`src/rtl/core_pkg.sv`:
```
/* RV32I core shared definitions */

package core_pkg;

    //////////////////////////////////////////////////////////////////////
    // Widths and vector types
    //////////////////////////////////////////////////////////////////////

    localparam int XLEN = 32;
    localparam int ILEN = 32;

    typedef logic [XLEN-1:0] xlen_t;
    typedef logic [ILEN-1:0] inst_t;
    typedef logic [4:0]      reg_addr_t;

    // Operations executed by the integer ALU
    typedef enum logic [3:0] {
        ALU_ADD,
        ALU_SUB,
        ALU_SLL,
        ALU_SLT,
        ALU_SLTU,
        ALU_XOR,
        ALU_SRL,
        ALU_SRA,
        ALU_OR,
        ALU_AND,
        ALU_PASS_B
    } alu_op_e;

    //////////////////////////////////////////////////////////////////////
    // Opcodes and fixed encodings
    //////////////////////////////////////////////////////////////////////

    localparam logic [6:0] OPC_OP     = 7'b0110011;
    localparam logic [6:0] OPC_OP_IMM = 7'b0010011;
    localparam logic [6:0] OPC_LUI    = 7'b0110111;
    localparam logic [6:0] OPC_SYSTEM = 7'b1110011;

    localparam inst_t EBREAK_WORD = 32'h0010_0073;

    // Status bits
    localparam int STATUS_W       = 2;
    localparam int STATUS_EBREAK  = 0;
    // Sticky once set
    localparam int STATUS_ILLEGAL = 1;

endpackage

```
`src/rtl/inst_bus_if.sv`:
```
/* Decoded instruction bus */

`timescale 1ns/1ns

interface inst_bus_if;

    // One-cycle issue pulse
    logic                  valid;
    core_pkg::alu_op_e     alu_op;
    core_pkg::reg_addr_t   rs1_addr;
    core_pkg::reg_addr_t   rs2_addr;
    core_pkg::reg_addr_t   rd_addr;
    core_pkg::xlen_t       imm;
    // Operand B from imm instead of rs2
    logic                  use_imm;

    modport master (
        output valid, alu_op, rs1_addr, rs2_addr, rd_addr, imm, use_imm
    );

    modport slave (
        input valid, alu_op, rs1_addr, rs2_addr, rd_addr, imm, use_imm
    );

endinterface

```
`src/rtl/reg_port_if.sv`:
```
/* Register file access port */

`timescale 1ns/1ns

interface reg_port_if;

    // Read ports, values return combinationally
    core_pkg::reg_addr_t   rs1_addr;
    core_pkg::xlen_t       rs1_val;
    core_pkg::reg_addr_t   rs2_addr;
    core_pkg::xlen_t       rs2_val;

    // Write port
    logic                  rd_wr;
    core_pkg::reg_addr_t   rd_addr;
    core_pkg::xlen_t       rd_val;

    modport master (
        output rs1_addr, rs2_addr, rd_wr, rd_addr, rd_val,
        input  rs1_val, rs2_val
    );

    modport slave (
        input  rs1_addr, rs2_addr, rd_wr, rd_addr, rd_val,
        output rs1_val, rs2_val
    );

endinterface

```
`src/rtl/alu_unit.sv`:
```
/* Integer ALU unit */

`timescale 1ns/1ns

module alu_unit (
    inst_bus_if.slave    ibus,
    reg_port_if.master   regs
);

    core_pkg::xlen_t  op_a;
    core_pkg::xlen_t  op_b;
    core_pkg::xlen_t  result;
    logic [4:0]       shamt;

    //////////////////////////////////////////////////////////////////////
    // Operand fetch
    //////////////////////////////////////////////////////////////////////

    assign regs.rs1_addr = ibus.rs1_addr;
    assign regs.rs2_addr = ibus.rs2_addr;

    assign op_a  = regs.rs1_val;
    assign op_b  = ibus.use_imm ? ibus.imm : regs.rs2_val;
    // Shifts only look at the low 5 bits
    assign shamt = op_b[4:0];

    //////////////////////////////////////////////////////////////////////
    // Compute
    //////////////////////////////////////////////////////////////////////

    always_comb begin
        case (ibus.alu_op)
            core_pkg::ALU_ADD:    result = op_a + op_b;
            core_pkg::ALU_SUB:    result = op_a - op_b;
            core_pkg::ALU_SLL:    result = op_a << shamt;
            core_pkg::ALU_SLT:    result = {31'b0, $signed(op_a) < $signed(op_b)};
            core_pkg::ALU_SLTU:   result = {31'b0, op_a < op_b};
            core_pkg::ALU_XOR:    result = op_a ^ op_b;
            core_pkg::ALU_SRL:    result = op_a >> shamt;
            core_pkg::ALU_SRA:    result = $unsigned($signed(op_a) >>> shamt);
            core_pkg::ALU_OR:     result = op_a | op_b;
            core_pkg::ALU_AND:    result = op_a & op_b;
            // LUI
            core_pkg::ALU_PASS_B: result = op_b;
            default:              result = '0;
        endcase
    end

    //////////////////////////////////////////////////////////////////////
    // Writeback, taken by the register file on the issue edge
    //////////////////////////////////////////////////////////////////////

    assign regs.rd_wr   = ibus.valid;
    assign regs.rd_addr = ibus.rd_addr;
    assign regs.rd_val  = result;

endmodule

```
`src/rtl/core_control.sv`:
```
/* Fetch and issue controller */

`timescale 1ns/1ns

module core_control #(
    parameter core_pkg::xlen_t BOOT_ADDR = '0,
    parameter int              RV32E     = 0
) (
    input  logic                            aclk,
    input  logic                            rst_n,
    // Instruction fetch channel
    output logic                            imem_arvalid,
    input  logic                            imem_arready,
    output core_pkg::xlen_t                 imem_araddr,
    input  logic                            imem_rvalid,
    output logic                            imem_rready,
    input  core_pkg::inst_t                 imem_rdata,
    // Status and debug
    output logic [core_pkg::STATUS_W-1:0]   status,
    output core_pkg::xlen_t                 pc,
    // Issue bus to the ALU
    inst_bus_if.master                      ibus
);

    typedef enum logic [1:0] {
        FETCH_REQ,
        FETCH_WAIT,
        EXEC,
        HALT
    } ctrl_state_e;

    ctrl_state_e      state;
    core_pkg::inst_t  instr_q;
    logic             arvalid_q;
    logic             dec_ebreak;
    logic             dec_illegal;

    //////////////////////////////////////////////////////////////////////
    // Decode of the captured word
    //////////////////////////////////////////////////////////////////////

    inst_decoder #(
        .RV32E     (RV32E)
    ) u_decoder (
        .instr     (instr_q),
        .alu_op    (ibus.alu_op),
        .rs1_addr  (ibus.rs1_addr),
        .rs2_addr  (ibus.rs2_addr),
        .rd_addr   (ibus.rd_addr),
        .imm       (ibus.imm),
        .use_imm   (ibus.use_imm),
        .is_ebreak (dec_ebreak),
        .illegal   (dec_illegal)
    );

    // Only plain ALU work goes out to the datapath
    assign ibus.valid = (state == EXEC) && !dec_ebreak && !dec_illegal;

    //////////////////////////////////////////////////////////////////////
    // Fetch handshake
    //////////////////////////////////////////////////////////////////////

    assign imem_arvalid = arvalid_q;
    // Address held on pc until the transfer
    assign imem_araddr  = pc;
    assign imem_rready  = (state == FETCH_WAIT);

    always_ff @(posedge aclk) begin
        if (state == FETCH_WAIT && imem_rvalid) begin
            instr_q <= imem_rdata;
        end
    end

    //////////////////////////////////////////////////////////////////////
    // Sequencer
    //////////////////////////////////////////////////////////////////////

    always_ff @(posedge aclk) begin
        if (!rst_n) begin
            state     <= FETCH_REQ;
            pc        <= BOOT_ADDR;
            status    <= '0;
            arvalid_q <= 1'b0;
        end else begin
            case (state)
                FETCH_REQ: begin
                    if (arvalid_q && imem_arready) begin
                        arvalid_q <= 1'b0;
                        state     <= FETCH_WAIT;
                    end else begin
                        arvalid_q <= 1'b1;
                    end
                end
                FETCH_WAIT: begin
                    if (imem_rvalid) begin
                        state <= EXEC;
                    end
                end
                EXEC: begin
                    if (dec_ebreak) begin
                        status[core_pkg::STATUS_EBREAK] <= 1'b1;
                        state                           <= HALT;
                    end else begin
                        if (dec_illegal) begin
                            status[core_pkg::STATUS_ILLEGAL] <= 1'b1;
                        end
                        // Next request starts right away
                        pc        <= pc + 32'd4;
                        arvalid_q <= 1'b1;
                        state     <= FETCH_REQ;
                    end
                end
                HALT: begin
                    // Left only through reset
                    arvalid_q <= 1'b0;
                end
                default: begin
                    state <= FETCH_REQ;
                end
            endcase
        end
    end

endmodule

```
`src/rtl/inst_decoder.sv`:
```
/* RV32I instruction decoder */

`timescale 1ns/1ns

module inst_decoder #(
    parameter int RV32E = 0
) (
    input  core_pkg::inst_t      instr,
    output core_pkg::alu_op_e    alu_op,
    output core_pkg::reg_addr_t  rs1_addr,
    output core_pkg::reg_addr_t  rs2_addr,
    output core_pkg::reg_addr_t  rd_addr,
    output core_pkg::xlen_t      imm,
    output logic                 use_imm,
    output logic                 is_ebreak,
    output logic                 illegal
);

    logic [6:0] opcode;
    logic [2:0] funct3;
    logic [6:0] funct7;
    logic       alt_ok;

    assign opcode = instr[6:0];
    assign funct3 = instr[14:12];
    assign funct7 = instr[31:25];

    // funct7 of 0100000 only selects SUB and SRA
    assign alt_ok = (funct7 == 7'b0100000) && (funct3 == 3'b000 || funct3 == 3'b101);

    function automatic core_pkg::alu_op_e f3_op(input logic [2:0] f3, input logic alt);
        core_pkg::alu_op_e op;
        case (f3)
            3'b000:  op = alt ? core_pkg::ALU_SUB : core_pkg::ALU_ADD;
            3'b001:  op = core_pkg::ALU_SLL;
            3'b010:  op = core_pkg::ALU_SLT;
            3'b011:  op = core_pkg::ALU_SLTU;
            3'b100:  op = core_pkg::ALU_XOR;
            3'b101:  op = alt ? core_pkg::ALU_SRA : core_pkg::ALU_SRL;
            3'b110:  op = core_pkg::ALU_OR;
            default: op = core_pkg::ALU_AND;
        endcase
        return op;
    endfunction

    always_comb begin
        alu_op    = core_pkg::ALU_ADD;
        rs1_addr  = instr[19:15];
        rs2_addr  = instr[24:20];
        rd_addr   = instr[11:7];
        // I-type immediate by default
        imm       = {{20{instr[31]}}, instr[31:20]};
        use_imm   = 1'b0;
        is_ebreak = 1'b0;
        illegal   = 1'b0;

        case (opcode)
            core_pkg::OPC_OP: begin
                alu_op  = f3_op(funct3, alt_ok);
                illegal = (funct7 != 7'b0) && !alt_ok;
                if (RV32E != 0 && (rs1_addr[4] || rs2_addr[4] || rd_addr[4])) begin
                    illegal = 1'b1;
                end
            end
            core_pkg::OPC_OP_IMM: begin
                use_imm = 1'b1;
                // No SUBI, upper bits are immediate except for shifts
                alu_op  = f3_op(funct3, alt_ok && funct3 == 3'b101);
                if (funct3 == 3'b001 && funct7 != 7'b0) begin
                    illegal = 1'b1;
                end
                if (funct3 == 3'b101 && funct7 != 7'b0 && !alt_ok) begin
                    illegal = 1'b1;
                end
                if (RV32E != 0 && (rs1_addr[4] || rd_addr[4])) begin
                    illegal = 1'b1;
                end
            end
            core_pkg::OPC_LUI: begin
                alu_op   = core_pkg::ALU_PASS_B;
                rs1_addr = '0;
                imm      = {instr[31:12], 12'b0};
                use_imm  = 1'b1;
                if (RV32E != 0 && rd_addr[4]) begin
                    illegal = 1'b1;
                end
            end
            core_pkg::OPC_SYSTEM: begin
                is_ebreak = (instr == core_pkg::EBREAK_WORD);
                illegal   = (instr != core_pkg::EBREAK_WORD);
            end
            default: begin
                illegal = 1'b1;
            end
        endcase
    end

endmodule

```
`src/rtl/isa_registers.sv`:
```
/* Integer register file */

`timescale 1ns/1ns

module isa_registers #(
    parameter int RV32E = 0
) (
    input  logic                              aclk,
    input  logic                              rst_n,
    reg_port_if.slave                         port,
    output logic [32*core_pkg::XLEN-1:0]      dbg_regs
);

    localparam int NREGS = (RV32E != 0) ? 16 : 32;
    localparam int AW    = (RV32E != 0) ? 4 : 5;

    core_pkg::xlen_t regs [NREGS];

    // Unimplemented indices read as zero
    assign port.rs1_val = (port.rs1_addr < NREGS) ? regs[port.rs1_addr[AW-1:0]] : '0;
    assign port.rs2_val = (port.rs2_addr < NREGS) ? regs[port.rs2_addr[AW-1:0]] : '0;

    always_ff @(posedge aclk) begin
        if (!rst_n) begin
            for (int i = 0; i < NREGS; i++) begin
                regs[i] <= '0;
            end
        end else if (port.rd_wr && port.rd_addr != '0 && port.rd_addr < NREGS) begin
            // x0 never written, stays at its reset value
            regs[port.rd_addr[AW-1:0]] <= port.rd_val;
        end
    end

    //////////////////////////////////////////////////////////////////////
    // Flat debug view, x0 in the low word
    //////////////////////////////////////////////////////////////////////

    for (genvar i = 0; i < 32; i++) begin : g_dbg
        if (i < NREGS) begin : g_impl
            assign dbg_regs[i*core_pkg::XLEN +: core_pkg::XLEN] = regs[i];
        end else begin : g_none
            assign dbg_regs[i*core_pkg::XLEN +: core_pkg::XLEN] = '0;
        end
    end

endmodule

```
`src/rtl/rv32i_core.sv`:
```
/* RV32I integer core top */

`timescale 1ns/1ns

module rv32i_core #(
    parameter core_pkg::xlen_t BOOT_ADDR = '0,
    parameter int              RV32E     = 0
) (
    input  logic                              aclk,
    input  logic                              rst_n,
    // Instruction fetch channel
    output logic                              imem_arvalid,
    input  logic                              imem_arready,
    output core_pkg::xlen_t                   imem_araddr,
    input  logic                              imem_rvalid,
    output logic                              imem_rready,
    input  core_pkg::inst_t                   imem_rdata,
    // Status and debug
    output logic [core_pkg::STATUS_W-1:0]     status,
    output core_pkg::xlen_t                   pc,
    output logic [32*core_pkg::XLEN-1:0]      dbg_regs
);

    inst_bus_if ibus ();
    reg_port_if rport ();

    //////////////////////////////////////////////////////////////////////
    // Controller
    //////////////////////////////////////////////////////////////////////

    core_control #(
        .BOOT_ADDR    (BOOT_ADDR),
        .RV32E        (RV32E)
    ) u_control (
        .aclk         (aclk),
        .rst_n        (rst_n),
        .imem_arvalid (imem_arvalid),
        .imem_arready (imem_arready),
        .imem_araddr  (imem_araddr),
        .imem_rvalid  (imem_rvalid),
        .imem_rready  (imem_rready),
        .imem_rdata   (imem_rdata),
        .status       (status),
        .pc           (pc),
        .ibus         (ibus)
    );

    //////////////////////////////////////////////////////////////////////
    // Datapath
    //////////////////////////////////////////////////////////////////////

    alu_unit u_alu (
        .ibus         (ibus),
        .regs         (rport)
    );

    isa_registers #(
        .RV32E        (RV32E)
    ) u_regs (
        .aclk         (aclk),
        .rst_n        (rst_n),
        .port         (rport),
        .dbg_regs     (dbg_regs)
    );

endmodule

```
`config.mk`:
```
export PLATFORM = sky130hd
export DESIGN_NAME = rv32i_core
export DESIGN_NICKNAME = d
export VERILOG_FILES = /design/src/rtl/core_pkg.sv /design/src/rtl/inst_bus_if.sv /design/src/rtl/reg_port_if.sv /design/src/rtl/alu_unit.sv /design/src/rtl/core_control.sv /design/src/rtl/inst_decoder.sv /design/src/rtl/isa_registers.sv /design/src/rtl/rv32i_core.sv
export SDC_FILE = /design/constraint.sdc
export NUM_CORES = 2
export LEC_CHECK = 0
export ABC_AREA = 0
export BUFFER_PORTS_ARGS = -buffer_cell sky130_fd_sc_hd__clkbuf_2
export CELL_PAD_IN_SITES_DETAIL_PLACEMENT = 1
export CELL_PAD_IN_SITES_GLOBAL_PLACEMENT = 1
export CORE_AREA = 5 5 441 443
export CTS_BUF_LIST = sky130_fd_sc_hd__clkbuf_8
export CTS_CLUSTER_DIAMETER = 100
export DETAILED_ROUTE_END_ITERATION = 10
export DIE_AREA = 0 0 446 448
export GPL_TIMING_DRIVEN = 0
export PLACE_DENSITY_LB_ADDON = 0.2
export SLEW_MARGIN = 10
export SYNTH_ARGS = -nofsm -noshare
export SYNTH_HDL_FRONTEND = slang
export SYNTH_HIERARCHICAL = 1
export SYNTH_SLANG_ARGS = --single-unit
```
`constraint.sdc`:
```
create_clock -name aclk -period 6.6 [get_ports aclk]
set_input_delay 0.66 -clock aclk [delete_from_list [all_inputs] [get_ports aclk]]
set_output_delay 0.66 -clock aclk [all_outputs]
set_load 0.05 [all_outputs]
```
== Word level (Yosys, flattened, before mapping) ==
Memory sizes are Yosys's and may differ from the RTL's. A register that Yosys moved wholly into a read port is not among the register bits.
Index checks and enable logic that the tools add are counted.
Widths: inputs -> output; s select.
Word-level totals
  register bits after elaboration: 69
  RAM bits: 1024
  input port bits: 36
  word-level logic and storage cells: 108
  memories: 1
Operators by class
  add/sub/neg operators: 3
  order comparisons: 2
  equality and inequality tests: 29
  shift-type cells: 3
  multiplexer cells: 31
  bitwise gates (word level): 4
  reductions and logical operators: 29
Memories
  u_regs.regs: depth 32, bits a word 32, read ports 34, clocked after Yosys merged registers in 1, wr ports 32, RTL line isa_registers.sv:17  | core_pkg::xlen_t regs [NREGS];
Operators with widths (number)
  $pmux 32 s11: 1
  $lt 32x32->1: 2
  $mux 32: 2
  $pmux 4 s7: 2
  $add 32x3->32 const B: 1
  $add 32x32->32: 1
  $and 32x32->32: 1
  $eq 32x21->1 const B: 1
  $ne 32x21->1 const B: 1
  $or 32x32->32: 1
  $reduce_or 32->1: 1
  $shl 32x5->32: 1
  $shr 32x5->32: 1
  $sshr 32x5->32: 1
  $sub 32x32->32: 1
  $xor 32x32->32: 1
  $mux 31: 1
  $eq 7x6->1 const B: 3
  $eq 4x3->1 const B: 4
  $mux 1: 15
  $mux 5: 3
  $eq 4x4->1 const B: 3
  $pmux 4 s3: 1
  $logic_and 1x1->1: 11
  other kinds (27): 41

== Longest topological paths before layout ==
  depth in word-level cells: 15
  mapped depth: 30
  depth with buffers taken out: 22

== Cells and area by module ==
Netlist, hierarchy kept.
Modules (own cells, without submodules)
  isa_registers: times used 1, cells each 4609, area each 55715.9 um^2, sequential area each 30749.5 um^2
  alu_unit: times used 1, cells each 1446, area each 9432.8 um^2, sequential area each 0.0 um^2
  core_control: times used 1, cells each 265, area each 2916.5 um^2, sequential area each 1661.6 um^2
  inst_decoder: times used 1, cells each 95, area each 640.6 um^2, sequential area each 0.0 um^2

== Least setup slack after synthesis ==
Ideal clock, no wire load.
  kind: register to register
  start point: register u_control.instr_q[21]
  end point: memory u_regs/regs[11][16] in the netlist's numbering (data pin)
  setup time: 0.255 ns
  arrival: 5.640 ns
  required time: 6.345 ns
  path slack: 0.705 ns
  stages on the path, launching flop included: 29
  clock period less this slack: 5.895 ns
  path through: edfxtp_1 > buf_4 > buf_4 > buf_2 > buf_6 > buf_2 > buf_2 > mux2i_1 > nand2_1 > nand3_1 > nand3_1 > mux2i_4 > buf_6 > buf_2 > buf_1 > buf_2 > ha_1 > nor2b_4 > o31a_1 > o41ai_4 > o31ai_2 > a31o_4 > and2_4 > nand2b_1 > a21o_1 > a221o_1 > a221o_1 > clkbuf_1 > and2_1
RTL lines
  from (decl): RTL line core_control.sv:33  | core_pkg::inst_t instr_q;
  from (signal assigned): RTL line core_control.sv:70  | instr_q <= imem_rdata;
  to (decl): RTL line isa_registers.sv:17

==> results.cfg <==
[worst_setup_path]
required_ns = 7.50
rr_startpoint = u_control/instr_q[24]$_DFFE_PP_
crit_path_end_kind = register
path_buf_inv = 7
critPathArrivalTime_ns = 7.77
worst_path_dominant_cell_family = buffers and inverters
critPathLaunchType = register
worstSetupPathType = register to register
crit_chain = buf_12 > buf_4 > buf_4 > nand2_1 > clkbuf_1 > a21oi_1 > nand3_2 > nand3_2 > mux2i_4 > buf_2 > buf_1 > o211ai_1 > o21ai_0 > mux2i_1 > a21oi_1 > a221oi_1 > nand2_1 > clkbuf_1 > and2_1
startpoint = u_control/instr_q[24]$_DFFE_PP_
crit_slowest_cell = buf_1
max_stage_delay_ns = 0.85
cp_max_fo = 10

[logic_synthesis]
synthFlopType = edfxtp_1
synth_warnings = 6
synth-edff-count = 1056
async_reset_ff_share_pct = 0
ys_seq_elements = 1091
synth_cell_type_count = 104
synth_area_um2 = 68710
avgSynthCellArea_um2 = 10.71
synthCells = 6415
synth.yosys.seq_area_share_pct = 47.17

[sta]
maxSlewHeadroom_pct = -2.641
tightest_slew_ns = 1.540
setup_ws_ns = -0.2661
rsz0062_at_grt = yes
max_freq_mhz = 145.6
hold_violations = 0
layout_min_cycle_time_ns = 6.866
setup_violations = 573
whs_ns = 0.1138
drv_slew = 11
finClkSkew_ns = 0.09079
fin_crit_sh_pct = 104.0

[run_status]
violations = capacitance limit, slew limit, setup timing
status = finished, violations left

[cts]
htreeDepth = 4
root_buffer = clkbuf_8
numCtsBuffers = 197
path_clk_slew_ns = 0.06
clock_sinks = 1091
cts_buffer_depth = 3
clk_latency_ns = 1.07
cts_tree = yes

[power_and_ir_drop]
p_per_area_nw_per_um2 = 378.4
pwr-share-seq_pct = 24.4
p_leak_nw = 38.41
clock_power_share_pct = 19.5
p_int_mw = 16.23
irDropWorstVdd_uv = 270.2
netSwitchingPower_mw = 17.60
comb_power_share_pct = 56.2
p_sw_share_pct = 52.02
total_power_mw = 33.82

[floorplanning]
io_pins = 1128
core_um2 = 189600
rows = 160
initial_core_util_pct = 36.24
fp.dieW_um = 446
die_h_um = 448
die-area_um2 = 199800

[place]
io_buffers = 1123
placed_cell_area_um2 = 79340
dpl_worst_slack_ns = -4.684
dpl.hpwl_um = 400200
gp_congestion = 1.074

[routing]
drtIter0Drc = 10257
routed_wl_um = 506400
avgRoutedWirePerCell_um = 47.33
dr.pass1.iters = 6
ant_nets = 0
viasPerCell = 6.484
vias = 69369
drc_errors = 0

[layout]
final_common_cell = clkbuf_2
final_cell_mix = 1201 x clkbuf_2, 1088 x mux2i_1, 1056 x edfxtp_1
area_delta_synth_final_pct = 30.08
drive_above_1_share_pct = 30.94
fin_area_um2 = 89370
fin_nets = 8148
final.fill_count = 20902

[global_routing]
gr-usage-all-layers_pct = 48.51
grt-ovfl-total = 0
grt_pass1_wl_um = 644600
grt_pass1_vias = 66367
grt_antenna_before_repair = 53
grt_max_degree = 33

[run]
maxCapViolations = 2

[hold_path]
hold_start = imem_rvalid
min_path_type = primary input to register
==> per-stage QoR <==
step           utilization, %  setup TNS (ns)  instances
5_1_grt                 47.11          -2.995      10676
4_1_cts                 46.38               0      10620
3_5_place_dp            41.85        -3407.12      10144
6_report                47.14          -48.32      10699
3_3_place_gp            40.93        -6966.97      10083
2_1_floorplan               -               0       6449
==> worst min-delay path, delay by kind of cell <==
kind / cells / cell delay [ns]
AO/OA/AOI/OAI: 3 / 0.28
buffers and inverters: 2 / 0.14
==> layer usage <==
layer | vias up | GRT usage (%) | share of wire [%]
li1 | 26784 | - | -
met5 | - | 0.5051 | 0.048
met2 | 5756 | 70.27 | 41
met1 | 35349 | 58.54 | 36
met4 | 18 | 38.39 | 10
met3 | 1462 | 17.12 | 13
==> final timing paths <==
kind | depth (start not counted) | endpoint | slack, ns
min reg2reg | 2 | u_control/imem_araddr[31]$_SDFFE_PN0P_ | 0.50
max | 19 | u_regs/regs[22][13]$_SDFFCE_PN0P_ | -0.27
max reg2reg | 19 | u_regs/regs[22][13]$_SDFFCE_PN0P_ | -0.27
min | 5 | u_control/state[0]$_SDFFE_PN0P_ | 0.11
==> sequential cells by signal (all words and copies together), names as in the netlist <==
name / flops
u_control/imem_araddr: 30
u_control/imem_arvalid: 1
u_control/instr_q: 32
u_control/state: 2
u_control/status: 2
u_regs/regs: 1024
==> cell type report <==
type,count,area [µm²],share of cell area (%)
clock buffers,205,2821,3.157
well taps,2511,3142,3.515
plain buffers,619,4818,5.391
flip-flops and latches,1091,32410,36.26
inverters,97,442.9,0.4956
repair buffers,1376,8892,9.949
clock inverters,152,1008,1.128
multi-input cells,4622,35770,40.03
diodes,26,65.06,0.07280
==> power by group through the flow <==
stage	Combinational, mW	Sequential, mW	Clock [mW]
final	19.0	8.24	6.58
after global placement	15.1	8.45	0
after detailed placement	15.3	8.39	0
after global routing	18.8	8.25	6.91
after CTS	17.4	8.22	6.59
after floorplan	6.80	9.02	0
==> synth_stat cells (16+ instances only) <==
| cell | n | share of area, % |
|---|---|---|
| a211oi_1 | 34 | 0.37 |
| a21o_1 | 36 | 0.39 |
| a21oi_1 | 345 | 2.5 |
| a221oi_1 | 19 | 0.24 |
| a22o_1 | 132 | 1.7 |
| a22oi_1 | 207 | 2.3 |
| a31oi_1 | 84 | 0.76 |
| and2_1 | 1004 | 9.1 |
| buf_1 | 48 | 0.26 |
| buf_2 | 118 | 0.86 |
| buf_4 | 128 | 1.4 |
| clkbuf_1 | 317 | 1.7 |
| clkbuf_2 | 18 | 0.13 |
| dfxtp_1 | 35 | 1.0 |
| edfxtp_1 | 1056 | 46 |
| ha_1 | 106 | 1.9 |
| inv_1 | 91 | 0.50 |
| mux2i_1 | 1104 | 16 |
| nand2_1 | 387 | 2.1 |
| nand2b_1 | 26 | 0.24 |
| nand3_1 | 231 | 1.7 |
| nand4_1 | 16 | 0.15 |
| nor2_1 | 199 | 1.1 |
| nor2b_1 | 32 | 0.29 |
| nor3_1 | 90 | 0.66 |
| nor4_1 | 16 | 0.15 |
| o211ai_1 | 33 | 0.36 |
| o21ai_0 | 149 | 1.1 |
| o21bai_1 | 17 | 0.19 |
| o22ai_1 | 35 | 0.32 |
| or3_1 | 20 | 0.18 |
==> cell families (layout without fill, tap and decap cells) <==
logic type	count (synthesis)	in the layout	share of synthesized area (%)
adder cells (fa/ha/maj)	108	108	1.989
AND/OR/NAND/NOR	2099	2099	16.62
AO/OA/AOI/OAI	1222	1222	11.98
XOR/XNOR	21	21	0.2677
buffers and inverters	736	2449	5.081
other	2	62	0.01093
multiplexers	1136	1136	16.87
flip-flops	1091	1091	47.17
==> what timing repair did <==
item                                    in CTS  in global routing
endpoints found under the setup margin     992                905
hold buffers                                33                  0
setup buffers                               95                 56
pin swaps                                   55                 54
endpoints found under the hold margin       33                  0
gates resized for setup                    913                265
gates cloned                                 4                  4
(Power assumes the default switching activity.)
